File: src/msx_shell_macros.svh
/*
 * Width, crop table and timing constants for the MSX wrapper glue.
 * Covers video framing, SD activity timing and the cassette download index.
 */
`ifndef MSX_SHELL_MACROS_SVH
`define MSX_SHELL_MACROS_SVH

// Word widths
`define HDMI_DIM_W      12
`define CROP_W          10
`define AR_W            12
`define DDR3_AW         28

// Crop table results and the 4:3 width threshold
`define CROP_200        10'd200
`define CROP_216        10'd216
`define CROP_240        10'd240
`define CROP_256        10'd256
`define W43_MIN_WIDTH   12'd1440

// Default aspect words
`define AR_ORIG_X       12'd400
`define AR_WIDE_X       12'd340
`define AR_ORIG_Y       12'd300

// Roughly 47 ms of LED afterglow at 21.48 MHz
`define SD_ACT_TIMEOUT  1000000
`define CAS_INDEX       6'd5

`endif

File: src/msx_shell_pkg.sv
/*
 * Shared packed struct types for the MSX wrapper glue:
 * video settings and framing result, SPI bundle, DDR3 read requester
 * and tape settings.
 */
`include "msx_shell_macros.svh"

package msx_shell_pkg;

   // User video menu settings
   typedef struct packed {
      logic [1:0] ar;
      logic [1:0] scanlines;
      logic [1:0] scale;
      logic       vcrop_en;
   } video_cfg_t;

   // Framing words handed to the scaler
   typedef struct packed {
      logic [`AR_W-1:0]   arx;
      logic [`AR_W-1:0]   ary;
      logic [`CROP_W-1:0] crop;
      logic [1:0]         scale;
   } video_geom_t;

   typedef struct packed {
      logic sck;
      logic mosi;
      logic cs;
   } spi_lines_t;

   // One requester on the shared DDR3 read port
   typedef struct packed {
      logic [`DDR3_AW-1:0] addr;
      logic                rd;
      logic                req;
   } ddr3_rd_t;

   // src_adc low selects the tape file, high the ADC input
   typedef struct packed {
      logic src_adc;
      logic rewind;
      logic detach;
   } tape_cfg_t;

endpackage

File: src/video_crop.sv
/*
 * Vertical crop and wide flag chosen from the HDMI output size,
 * plus the aspect-ratio words, crop size and scale for the scaler.
 */
`timescale 1ns/10ps
`include "msx_shell_macros.svh"

module video_crop
   import msx_shell_pkg::*;
(
   input  logic                   clk21m,
   input  logic                   rst,
   input  logic [`HDMI_DIM_W-1:0] hdmi_width,
   input  logic [`HDMI_DIM_W-1:0] hdmi_height,
   input  logic                   scandoubler,
   input  video_cfg_t             cfg,
   output video_geom_t            geom
);

   logic [`HDMI_DIM_W:0] h_span;
   logic                 wide_fit;
   logic                 tall_fit;
   logic [`CROP_W-1:0]   crop_nxt;
   logic                 wide_nxt;
   logic [`CROP_W-1:0]   crop_q;
   logic                 wide_q;

   // Height plus half height in one extra bit
   assign h_span   = {1'b0, hdmi_height} + {2'b00, hdmi_height[`HDMI_DIM_W-1:1]};
   assign wide_fit = {1'b0, hdmi_width} >= h_span;
   assign tall_fit = hdmi_width >= `W43_MIN_WIDTH;

   // ========================================
   // Crop table
   // ========================================
   always_comb begin
      crop_nxt = '0;
      wide_nxt = 1'b0;
      if (!scandoubler) begin
         if (wide_fit) begin
            case (hdmi_height)
               12'd480, 12'd720: crop_nxt = `CROP_240;
               12'd600, 12'd800: begin
                  crop_nxt = `CROP_200;
                  wide_nxt = cfg.vcrop_en;
               end
               12'd768:  crop_nxt = `CROP_256;
               12'd1080: crop_nxt = `CROP_216;
               12'd1200: crop_nxt = `CROP_240;
               default:  crop_nxt = '0;
            endcase
         end else if (tall_fit) begin
            // 4:3 modes like 1920x1440 miss the 1.5 ratio test
            case (hdmi_height)
               12'd1440: crop_nxt = `CROP_240;
               12'd1536: crop_nxt = `CROP_256;
               default:  crop_nxt = '0;
            endcase
         end
      end
   end

   always_ff @(posedge clk21m) begin
      if (rst) begin
         crop_q <= '0;
         wide_q <= 1'b0;
      end else begin
         crop_q <= crop_nxt;
         wide_q <= wide_nxt;
      end
   end

   // ========================================
   // Scaler words
   // ========================================
   always_comb begin
      if (cfg.ar == 2'd0) begin
         geom.arx = wide_q ? `AR_WIDE_X : `AR_ORIG_X;
         geom.ary = `AR_ORIG_Y;
      end else begin
         // Custom aspect slots are passed as index values
         geom.arx = {{(`AR_W-2){1'b0}}, cfg.ar - 2'd1};
         geom.ary = '0;
      end
      geom.crop  = cfg.vcrop_en ? crop_q : '0;
      geom.scale = cfg.scale;
   end

endmodule

File: src/sd_route.sv
/*
 * Virtual SD image versus physical card selection, SPI line steering,
 * bus activity timer and the disk and user LED drives.
 */
`timescale 1ns/10ps
`include "msx_shell_macros.svh"

module sd_route
   import msx_shell_pkg::*;
#(
   parameter int ACT_TIMEOUT = `SD_ACT_TIMEOUT
) (
   input  logic       clk21m,
   input  logic       rst,
   input  logic       vsd_mounted,
   input  logic       vsd_size_nz,
   input  spi_lines_t master,
   output logic       master_miso,
   input  logic       vsd_miso,
   input  logic       sd_miso,
   output spi_lines_t sd_pins,
   output logic       vsd_sel,
   output logic       led_user,
   output logic [1:0] led_disk
);

   localparam int CNT_W = $clog2(ACT_TIMEOUT + 1);
   localparam logic [CNT_W-1:0] ACT_MAX = CNT_W'(ACT_TIMEOUT);

   logic             mosi_q;
   logic             miso_q;
   logic [CNT_W-1:0] act_cnt;
   logic             sd_act;

   // A mounted image with data takes over from the physical card
   always_ff @(posedge clk21m) begin
      if (rst) begin
         vsd_sel <= 1'b0;
      end else if (vsd_mounted) begin
         vsd_sel <= vsd_size_nz;
      end
   end

   // Physical card is parked while the image is live
   always_comb begin
      sd_pins.cs   = vsd_sel;
      sd_pins.sck  = master.sck & ~vsd_sel;
      sd_pins.mosi = master.mosi & ~vsd_sel;
      master_miso  = vsd_sel ? vsd_miso : sd_miso;
   end

   // ========================================
   // Activity timer
   // ========================================
   always_ff @(posedge clk21m) begin
      if (rst) begin
         mosi_q  <= 1'b0;
         miso_q  <= 1'b0;
         act_cnt <= ACT_MAX;
         sd_act  <= 1'b0;
      end else begin
         mosi_q <= master.mosi;
         miso_q <= master_miso;
         sd_act <= act_cnt < ACT_MAX;
         if ((mosi_q ^ master.mosi) || (miso_q ^ master_miso)) begin
            act_cnt <= '0;
         end else if (act_cnt < ACT_MAX) begin
            act_cnt <= act_cnt + 1'b1;
         end
      end
   end

   assign led_user = vsd_sel & sd_act;
   assign led_disk = {1'b1, ~vsd_sel & sd_act};

endmodule

File: src/media_route.sv
/*
 * Cassette input source select, player start and rewind conditions,
 * and the loader-first share of the DDR3 read port.
 */
`timescale 1ns/10ps
`include "msx_shell_macros.svh"

module media_route
   import msx_shell_pkg::*;
(
   input  logic        core_rst,
   input  tape_cfg_t   tape,
   input  logic        cas_file_bit,
   input  logic        adc_bit,
   input  logic        adc_active,
   input  logic        cas_motor,
   input  logic        dl_active,
   input  logic [15:0] dl_index,
   input  ddr3_rd_t    loader_rd,
   input  ddr3_rd_t    cas_rd,
   output ddr3_rd_t    ddr3_rd,
   output logic        cas_audio,
   output logic        cas_play,
   output logic        cas_rewind
);

   logic cas_download;

   // ========================================
   // Tape
   // ========================================
   // ADC level only counts while the converter reports a signal
   assign cas_audio    = tape.src_adc ? (adc_bit & adc_active) : cas_file_bit;

   // Motor relay is active low on the MSX side
   assign cas_play     = ~cas_motor;

   // A fresh CAS download restarts the tape from its start
   assign cas_download = dl_active & (dl_index[5:0] == `CAS_INDEX);
   assign cas_rewind   = tape.rewind | cas_download | core_rst;

   // ========================================
   // DDR3 read port
   // ========================================
   // Loader wins for as long as it holds its request, data and ready
   // go to both sides untouched
   assign ddr3_rd = loader_rd.req ? loader_rd : cas_rd;

endmodule

File: src/msx_shell_top.sv
/*
 * Top level of the MSX wrapper glue: core reset combine,
 * video framing, SD routing and media routing blocks.
 */
`timescale 1ns/10ps
`include "msx_shell_macros.svh"

module msx_shell_top
   import msx_shell_pkg::*;
#(
   parameter int ACT_TIMEOUT = `SD_ACT_TIMEOUT
) (
   input  logic                   clk21m,
   input  logic                   rst,
   input  logic                   reset_menu,
   input  logic                   loader_reset_rq,
   // Video
   input  logic [`HDMI_DIM_W-1:0] hdmi_width,
   input  logic [`HDMI_DIM_W-1:0] hdmi_height,
   input  logic                   scandoubler,
   input  video_cfg_t             cfg,
   output video_geom_t            geom,
   // SD card
   input  logic                   vsd_mounted,
   input  logic                   vsd_size_nz,
   input  spi_lines_t             master,
   output logic                   master_miso,
   input  logic                   vsd_miso,
   input  logic                   sd_miso,
   output spi_lines_t             sd_pins,
   output logic                   vsd_sel,
   output logic                   led_user,
   output logic [1:0]             led_disk,
   // Tape and DDR3
   input  tape_cfg_t              tape,
   input  logic                   cas_file_bit,
   input  logic                   adc_bit,
   input  logic                   adc_active,
   input  logic                   cas_motor,
   input  logic                   dl_active,
   input  logic [15:0]            dl_index,
   input  ddr3_rd_t               loader_rd,
   input  ddr3_rd_t               cas_rd,
   output ddr3_rd_t               ddr3_rd,
   output logic                   cas_audio,
   output logic                   cas_play,
   output logic                   cas_rewind
);

   logic core_rst;

   // Menu reset, reset-and-detach and loader request all restart the core
   assign core_rst = rst | reset_menu | tape.detach | loader_reset_rq;

   // ========================================
   // Blocks
   // ========================================
   video_crop u_video_crop (
      .clk21m      (clk21m),
      .rst         (rst),
      .hdmi_width  (hdmi_width),
      .hdmi_height (hdmi_height),
      .scandoubler (scandoubler),
      .cfg         (cfg),
      .geom        (geom)
   );

   sd_route #(
      .ACT_TIMEOUT (ACT_TIMEOUT)
   ) u_sd_route (
      .clk21m      (clk21m),
      .rst         (core_rst),
      .vsd_mounted (vsd_mounted),
      .vsd_size_nz (vsd_size_nz),
      .master      (master),
      .master_miso (master_miso),
      .vsd_miso    (vsd_miso),
      .sd_miso     (sd_miso),
      .sd_pins     (sd_pins),
      .vsd_sel     (vsd_sel),
      .led_user    (led_user),
      .led_disk    (led_disk)
   );

   media_route u_media_route (
      .core_rst     (core_rst),
      .tape         (tape),
      .cas_file_bit (cas_file_bit),
      .adc_bit      (adc_bit),
      .adc_active   (adc_active),
      .cas_motor    (cas_motor),
      .dl_active    (dl_active),
      .dl_index     (dl_index),
      .loader_rd    (loader_rd),
      .cas_rd       (cas_rd),
      .ddr3_rd      (ddr3_rd),
      .cas_audio    (cas_audio),
      .cas_play     (cas_play),
      .cas_rewind   (cas_rewind)
   );

endmodule

File: config.mk
export PLATFORM = sky130hd
export DESIGN_NAME = msx_shell_top
export DESIGN_NICKNAME = d
export VERILOG_FILES = /design/src/msx_shell_pkg.sv /design/src/video_crop.sv /design/src/sd_route.sv /design/src/media_route.sv /design/src/msx_shell_top.sv
export VERILOG_INCLUDE_DIRS = /design/src
export SDC_FILE = /design/constraint.sdc
export NUM_CORES = 1
export LEC_CHECK = 0
export ABC_AREA = 1
export BUFFER_PORTS_ARGS = -buffer_cell sky130_fd_sc_hd__buf_2
export CAP_MARGIN = 20
export CORE_MARGIN = 2
export CORE_UTILIZATION = 50
export CTS_CLUSTER_SIZE = 24
export DETAILED_ROUTE_END_ITERATION = 12
export PLACE_DENSITY = 0.95
export SYNTH_ARGS = -nofsm -noshare
export SYNTH_HDL_FRONTEND = slang
export SYNTH_HIERARCHICAL = 1
export SYNTH_SLANG_ARGS = --single-unit
File: constraint.sdc
create_clock -name clk21m -period 4.2 [get_ports clk21m]
set_input_delay 0.63 -clock clk21m [delete_from_list [all_inputs] [get_ports clk21m]]
set_output_delay 0.63 -clock clk21m [all_outputs]
set_load 0.01 [all_outputs]
==> key figures, run 1 <==
Logic synthesis
  – #FFs+latches synth: 30
  – Library cells used by synthesis: 42
  – Synthesized netlist cell count: ~600
  – Synth Area per Inst: 6.10 µm²
  – Post-synth EDFFs: 0
  – Mapped Area: ~3700 µm²
  – Share of synthesized registers carrying an async set or reset: 0%
  – Part of the Yosys area used for sequential elements: 16.3%
  – Main flop type after synthesis: dfxtp_1
  – Synth warnings: 6

Detailed routing
  – Vias: 4109
  – DR WL/cell: 11.8 µm
  – DRT Pass-1 Iters: 4
  – Remaining DRCs: 0
  – Initial DRC count: 169
  – Final ANT Viol Nets: 0
  – Via-to-Cell Ratio: 4.79
  – Drt total wl: 10100 µm

STA
  – Max Freq: 345 MHz
  – Sum Neg Setup Slack: 0 ps
  – Final period utilization: slightly below 70%
  – RSZ-0062 raised after global routing: no
  – Final Hold Violating Endpoints: 0
  – Layout Skew: roughly 8.7 ps
  – Actual slew at the worst max-slew pin: around 700 ps
  – Final min period: 2890 ps
  – Final setup vio count: 0
  – Rel. slew slack: 54.3%
  – Slew Limit Fails: 0

CTS
  – Number of H-tree levels: 2
  – Post_cts resized: 0
  – Clock transition at path regs: ~60 ps
  – CTS Buf Count: 5
  – Worst skew pair latency: 290 ps
  – Clock root buffer: clkbuf_8
  – Setup Buffers After CTS: 0
  – CTS Hold Bufs: 0
  – Total clock sinks: 30
  – Clock buffer depth: 2
  – TritonCTS clock tree: done

Placement
  – Routability cong.: 0.890
  – Post-DP HPWL: about 8500 µm
  – IO Port Bufs: 168

Global route
  – First-pass GRT wire length: 16700 µm
  – Total gr overflow: 0
  – Antenna violations before repair: 0
  – Largest net degree at the start of global routing: 32
  – Tot GR Track Use: 24.8%
  – Vias in the first global route: 3866

Min path
  – Min-Delay Path Class: reg2reg

Cells and area
  – Area growth, synth to finish: 22.9%
  – Most frequent cells in the layout: nand2_1 (213), buf_2 (168), inv_1 (70)
  – Layout cell share with drive strength beyond 1: 28.4%
  – Number of diodes: 0
  – Nets: 924
  – Fillers: 665
  – Fin util: 63.1%
  – Most common cell after layout, fill and taps aside: nand2_1

Setup path
  – WS Path Type: in2reg
  – Critical path, cell by cell: buf_2 > ha_1 > inv_1 > fa_1 > inv_1 > nand3_1 > nand2_2 > nand3_1 > o21bai_2 > xnor2_1 > ha_1 > nand2_1 > o21ai_0 > nor2_1 > nand3_1 > nand3_4 > nand2_4 > nand3b_1 > nand2_1
  – Startpoint Class: primary input
  – Worst Setup End Kind: flip-flop
  – CP required: 4380 ps
  – Most frequent CP cell: nand3_1
  – CP arrival: 3080 ps
  – CP max FO: 4
  – Crit path max-delay cell type: fa_1
  – CP peak stage delay: 400 ps

Power and ir drop
  – Pwr Density: 208 nW/µm²
  – Worst ir drop on vdd: between 0.1 and 0.15 mV
  – Leak: 0.00261 µW

Floorplan
  – Rows: 31
  – Die width: 89.8 µm
  – Core area: 7180 µm²
  – Ports: roughly 200
  – Die area: roughly 8100 µm²
  – Die Y: 89.8 µm
  – Initial Utilization: a little over 50%

Status
  – Status: finished, final reports clean

Run
  – Max_cap viols: 0
registers in the layout, summed over array words and instances, names as in the netlist:
name                 count
u_sd_route/act_cnt      20
u_video_crop/crop_q      5
u_sd_route/miso_q        1
u_sd_route/mosi_q        1
u_sd_route/sd_act        1
u_sd_route/vsd_sel       1
u_video_crop/wide_q      1
cells in the mapped netlist (3+ instances only):
| master | number | area share, % |
|---|---|---|
| buf_2 | 5 | 0.68 |
| a21oi_1 | 21 | 2.9 |
| nor3_1 | 4 | 0.54 |
| nand4_1 | 8 | 1.4 |
| ha_1 | 39 | 13 |
| nor2_1 | 59 | 6.0 |
| dfxtp_1 | 30 | 16 |
| xor2_1 | 8 | 1.9 |
| a21oi_2 | 6 | 1.4 |
| buf_4 | 30 | 6.1 |
| nand3_2 | 3 | 0.82 |
| nor2_4 | 3 | 0.92 |
| xnor2_1 | 11 | 2.6 |
| nand3_1 | 39 | 5.3 |
| o21ai_0 | 11 | 1.5 |
| nand2_2 | 6 | 1.0 |
| inv_2 | 5 | 0.51 |
| nor2_2 | 6 | 1.0 |
| inv_1 | 70 | 7.1 |
| nand2_1 | 213 | 22 |
power by group:
part	internal, µW	total [µW]	switching (µW)	leakage (µW)
logic	155	379	225	0.00231
clock network	165	271	106	0.0000575
registers	288	291	3.13	0.000243
total	608	942	334	0.00261
final cells by class:
cell class                 count  area (µm²)  share of cell area (%)
multi-input combinational    474        2550                    56.4
timing repair buffer         168         841                    18.6
sequential                    30         601                    13.3
inverter                      78         298                    6.58
tap                           99         124                    2.74
clock buffer                   8         110                    2.43
logic make-up (layout without fill, tap and decap cells):
| group | after synthesis | after routing | synth area share (%) |
|---|---|---|---|
| and+or+nand+nor | 351 | 351 | 41.3 |
| adders and majority gates | 40 | 40 | 13.8 |
| other | 2 | 18 | 0.204 |
| xor gates and xnor gates | 19 | 19 | 4.52 |
| buffers and inverters | 116 | 254 | 16.0 |
| AOI/OAI and AO/OA | 46 | 46 | 7.91 |
| DFF | 30 | 30 | 16.3 |
final timing paths:
check,start,to,slack [ps],cells past startpoint
worst max-delay path,hdmi_height[1],u_video_crop/crop_q[4],1310,19
worst min-delay path,u_sd_route/act_cnt[19],u_sd_route/act_cnt[19],500,2
worst max register to register,u_sd_route/vsd_sel,u_sd_route/act_cnt[0],2160,6
worst min register to register,u_sd_route/act_cnt[19],u_sd_route/act_cnt[19],500,2
metal layers:
layer	vias up	global-route usage [%]	share of wire, %
met4	0	7.31	1.6
met5	-	0	0
met2	153	45.8	50
met3	16	7.21	9.5
met1	1798	27.5	39
li1	2142	-	-
critical path: cells and delay by family:
kind / cells / cell delay, ps
simple gates: 10 / 990
fa+ha+maj: 3 / 810
compound gates: 2 / 260
buf+inv: 3 / 240
xor+xnor: 1 / 150
through the flow:
stage / power, µW / instances / hold WS [ps] / area [µm²] / worst slack (ps)
after floorplan: 567 / 620 / 471 / 3740 / 1370
after global placement: 665 / 849 / 485 / 4420 / 1050
after detailed placement: 674 / 849 / 490 / 4420 / 1020
after CTS: 948 / 857 / 508 / 4530 / 1330
after global routing: 1010 / 857 / 532 / 4530 / 1080
final: 942 / 857 / 504 / 4530 / 1310
No activity file was read; power rests on OpenSTA's default activity.
==> inputs of run 2 (changes only) <==
- CORE_UTILIZATION: 50 -> 42
- PLACE_DENSITY: 0.95 -> 0.89
- clock period: 4.2 -> 2.4 ns (I/O delays scaled with it)
==> run 2 against run 1 <==
Net effect: clock-buffer cell count shrank 1; final cell count increased by 6.2%; register-to-register slack got worse by 1600 ps; total power up 81%; sequential share of layout area is 1.1 points lower; the run now ends with setup timing left; die area grew 18%; utilization fell by 5.6 points.
==> key figures, run 2 (same netlist as run 1, synthesis figures left out) <==
Floorplan
  – Die area: 9540 µm² (was 8070 µm²)
  – Die width: 97.7 µm (was 89.8 µm)
  – Core area: 8590 µm² (was 7180 µm²)
  – Rows: 34 (was 31)
  – Initial Utilization: 42.9% (was 51.3%)
  – Die Y: 97.7 µm (was 89.8 µm)
  – Ports: 204 (unchanged)

CTS
  – Clock root buffer: clkbuf_8 (unchanged)
  – Clock buffer depth: 2 (unchanged)
  – Number of H-tree levels: 2 (unchanged)
  – CTS Buf Count: 5 (unchanged)
  – Worst skew pair latency: 290 ps (about the same)
  – Clock transition at path regs: 60 ps (about the same)
  – TritonCTS clock tree: done (unchanged)
  – Total clock sinks: 30 (unchanged)

Setup path
  – CP required: 2580 ps (was 4380 ps)
  – Worst Setup End Kind: flip-flop (unchanged)
  – WS Path Type: in2reg (unchanged)
  – CP max FO: 4 (unchanged)
  – CP arrival: 2690 ps (was 3080 ps)
  – CP peak stage delay: 400 ps (about the same)
  – Most frequent CP cell: nand3_2 (was nand3_1)
  – FF-to-FF setup slack: 550 ps (was 2160 ps)
  – Startpoint Class: primary input (unchanged)
  – Crit path max-delay cell type: fa_2 (was fa_1)
  – Critical path, cell by cell: buf_8 > ha_4 > inv_4 > fa_2 > inv_2 > nand3_2 > nand2_2 > nand3_4 > o21bai_4 > nand3_2 > nand3_2 > xnor2_2 > ha_1 > a21oi_2 > nor2_2 > o21bai_4 > nand2_4 > nand3b_1 > nand2_1 (was buf_2 > ha_1 > inv_1 > fa_1 > inv_1 > nand3_1 > nand2_2 > nand3_1 > o21bai_2 > xnor2_1 > ha_1 > nand2_1 > o21ai_0 > nor2_1 > nand3_1 > nand3_4 > nand2_4 > nand3b_1 > nand2_1)

Global route
  – First-pass GRT wire length: 17700 µm (was 16700 µm)
  – Antenna violations before repair: 0 (unchanged)
  – Tot GR Track Use: 22.5% (was 24.8%)
  – Total gr overflow: 0 (unchanged)
  – Vias in the first global route: 3927 (was 3866)
  – Largest net degree at the start of global routing: 32 (unchanged)

Placement
  – Placed cells: 899 (was 849)
  – DP Area: 4760 µm² (was 4420 µm²)
  – Routability cong.: 0.945 (was 0.890)
  – IO Port Bufs: 168 (unchanged)
  – Post-DP HPWL: 9160 µm (was 8530 µm)

Cells and area
  – Fillers: 833 (was 665)
  – Most common cell after layout, fill and taps aside: nand2_1 (unchanged)
  – Area growth, synth to finish: 34.2% (was 22.9%)
  – Most flops, register: u_sd_route/act_cnt (unchanged)
  – Top Registers: u_sd_route/act_cnt: 20 flops, u_video_crop/crop_q: 5 flops (unchanged)
  – Number of diodes: 0 (unchanged)
  – Fin area: 4940 µm² (was 4530 µm²)
  – Nets: 968 (was 924)
  – Fin util: 57.5% (was 63.1%)
  – Most frequent cells in the layout: nand2_1 (213), buf_2 (166), inv_1 (68) (was nand2_1 (213), buf_2 (168), inv_1 (70))
  – Layout cell share with drive strength beyond 1: 33.8% (was 28.4%)
  – Non-Filler Instances: 910 (was 857)
  – Max reg flops: 20 (unchanged)

Power and ir drop
  – Leak: 0.00283 µW (was 0.00261 µW)
  – Total power: 1700 µW (was 942 µW)
  – Worst ir drop on vdd: 0.174 mV (was 0.104 mV)
  – Pwr Density: 344 nW/µm² (was 208 nW/µm²)

Status
  – Status: finished, violations left (was finished, final reports clean)
  – Violated checks: setup timing

Detailed routing
  – Via-to-Cell Ratio: 4.70 (was 4.79)
  – Final ANT Viol Nets: 0 (unchanged)
  – Vias: 4276 (was 4109)
  – Remaining DRCs: 0 (unchanged)
  – Initial DRC count: 141 (was 169)
  – DRT Pass-1 Iters: 4 (unchanged)
  – DR WL/cell: 12.2 µm (was 11.8 µm)
  – Drt total wl: 11100 µm (was 10100 µm)

STA
  – Final Hold Violating Endpoints: 0 (unchanged)
  – Final setup vio count: 6 (was 0)
  – Layout Skew: 5.49 ps (was 8.71 ps)
  – Final period utilization: 104%
  – Fin Hold WS: 291 ps (was 504 ps)
  – Slew Limit Fails: 0 (unchanged)
  – RSZ-0062 raised after global routing: yes (was no)
  – Final setup margin: -106 ps (was 1310 ps)
  – Max Freq: 399 MHz
  – Final min period: roughly 2500 ps

Min path
  – Min-Delay Path Class: in2reg (was reg2reg)

Run
  – Max_cap viols: 0 (unchanged)
-- run 2: final timing paths --
path	startpoint	end	cells past startpoint
worst max-delay path	hdmi_height[1]	u_video_crop/crop_q[4]	19
worst min-delay path	vsd_mounted	u_sd_route/vsd_sel	2
worst max register to register	u_sd_route/vsd_sel	u_sd_route/act_cnt[0]	6
worst min register to register	u_sd_route/act_cnt[19]	u_sd_route/act_cnt[19]	2
-- run 2: final cells by class --
cell class	count	area [µm²]	area share (%)
repair buffers	212	1190	24.1
inverters	78	300	6.07
multi-input cells	474	2630	53.1
flip-flops and latches	30	601	12.1
well taps	108	135	2.73
clock buffers	7	86.3	1.75
clock inverters	1	5.00	0.101
-- run 2: report_power, final --
part           switching [µW]  internal [µW]
registers                6.12            504
logic                     427            346
clock network             186            231
-- run 2: repair_timing --
action	in CTS	in global routing
resized for setup	4	14
gates cloned	0	0
setup buffers	1	2
hold buffers	0	0
endpoints found under the setup margin	6	6
hold endpoints to repair	0	0
pin swaps	3	12
-- run 2: stage by stage --
step	TNS, ps	setup WS, ps
4_1_cts	0	13.2
6_report	-590	-106
3_5_place_dp	-2170	-370
2_1_floorplan	-495	-97.6
5_1_grt	-1600	-291
3_3_place_gp	-1790	-311
-- run 2: metal layers --
metal / vias up / global-route usage [%] / part of all wire (%) / wire length [µm]
met1: 1897 / 27.1 / 43 / 4770
met2: 135 / 41.4 / 51 / 5650
li1: 2231 / - / - / -
met4: 0 / 4.91 / 1.0 / 112
met5: - / 0 / 0 / 0
met3: 13 / 4.10 / 5.2 / 580
-- run 2: worst max-delay path: cells and delay by family --
family | cells | cell delay (ps)
adders and majority gates | 3 | 850
xor gates and xnor gates | 1 | 70
and+or+nand+nor | 9 | 720
AOI/OAI and AO/OA | 3 | 510
buffers and inverters | 3 | 180
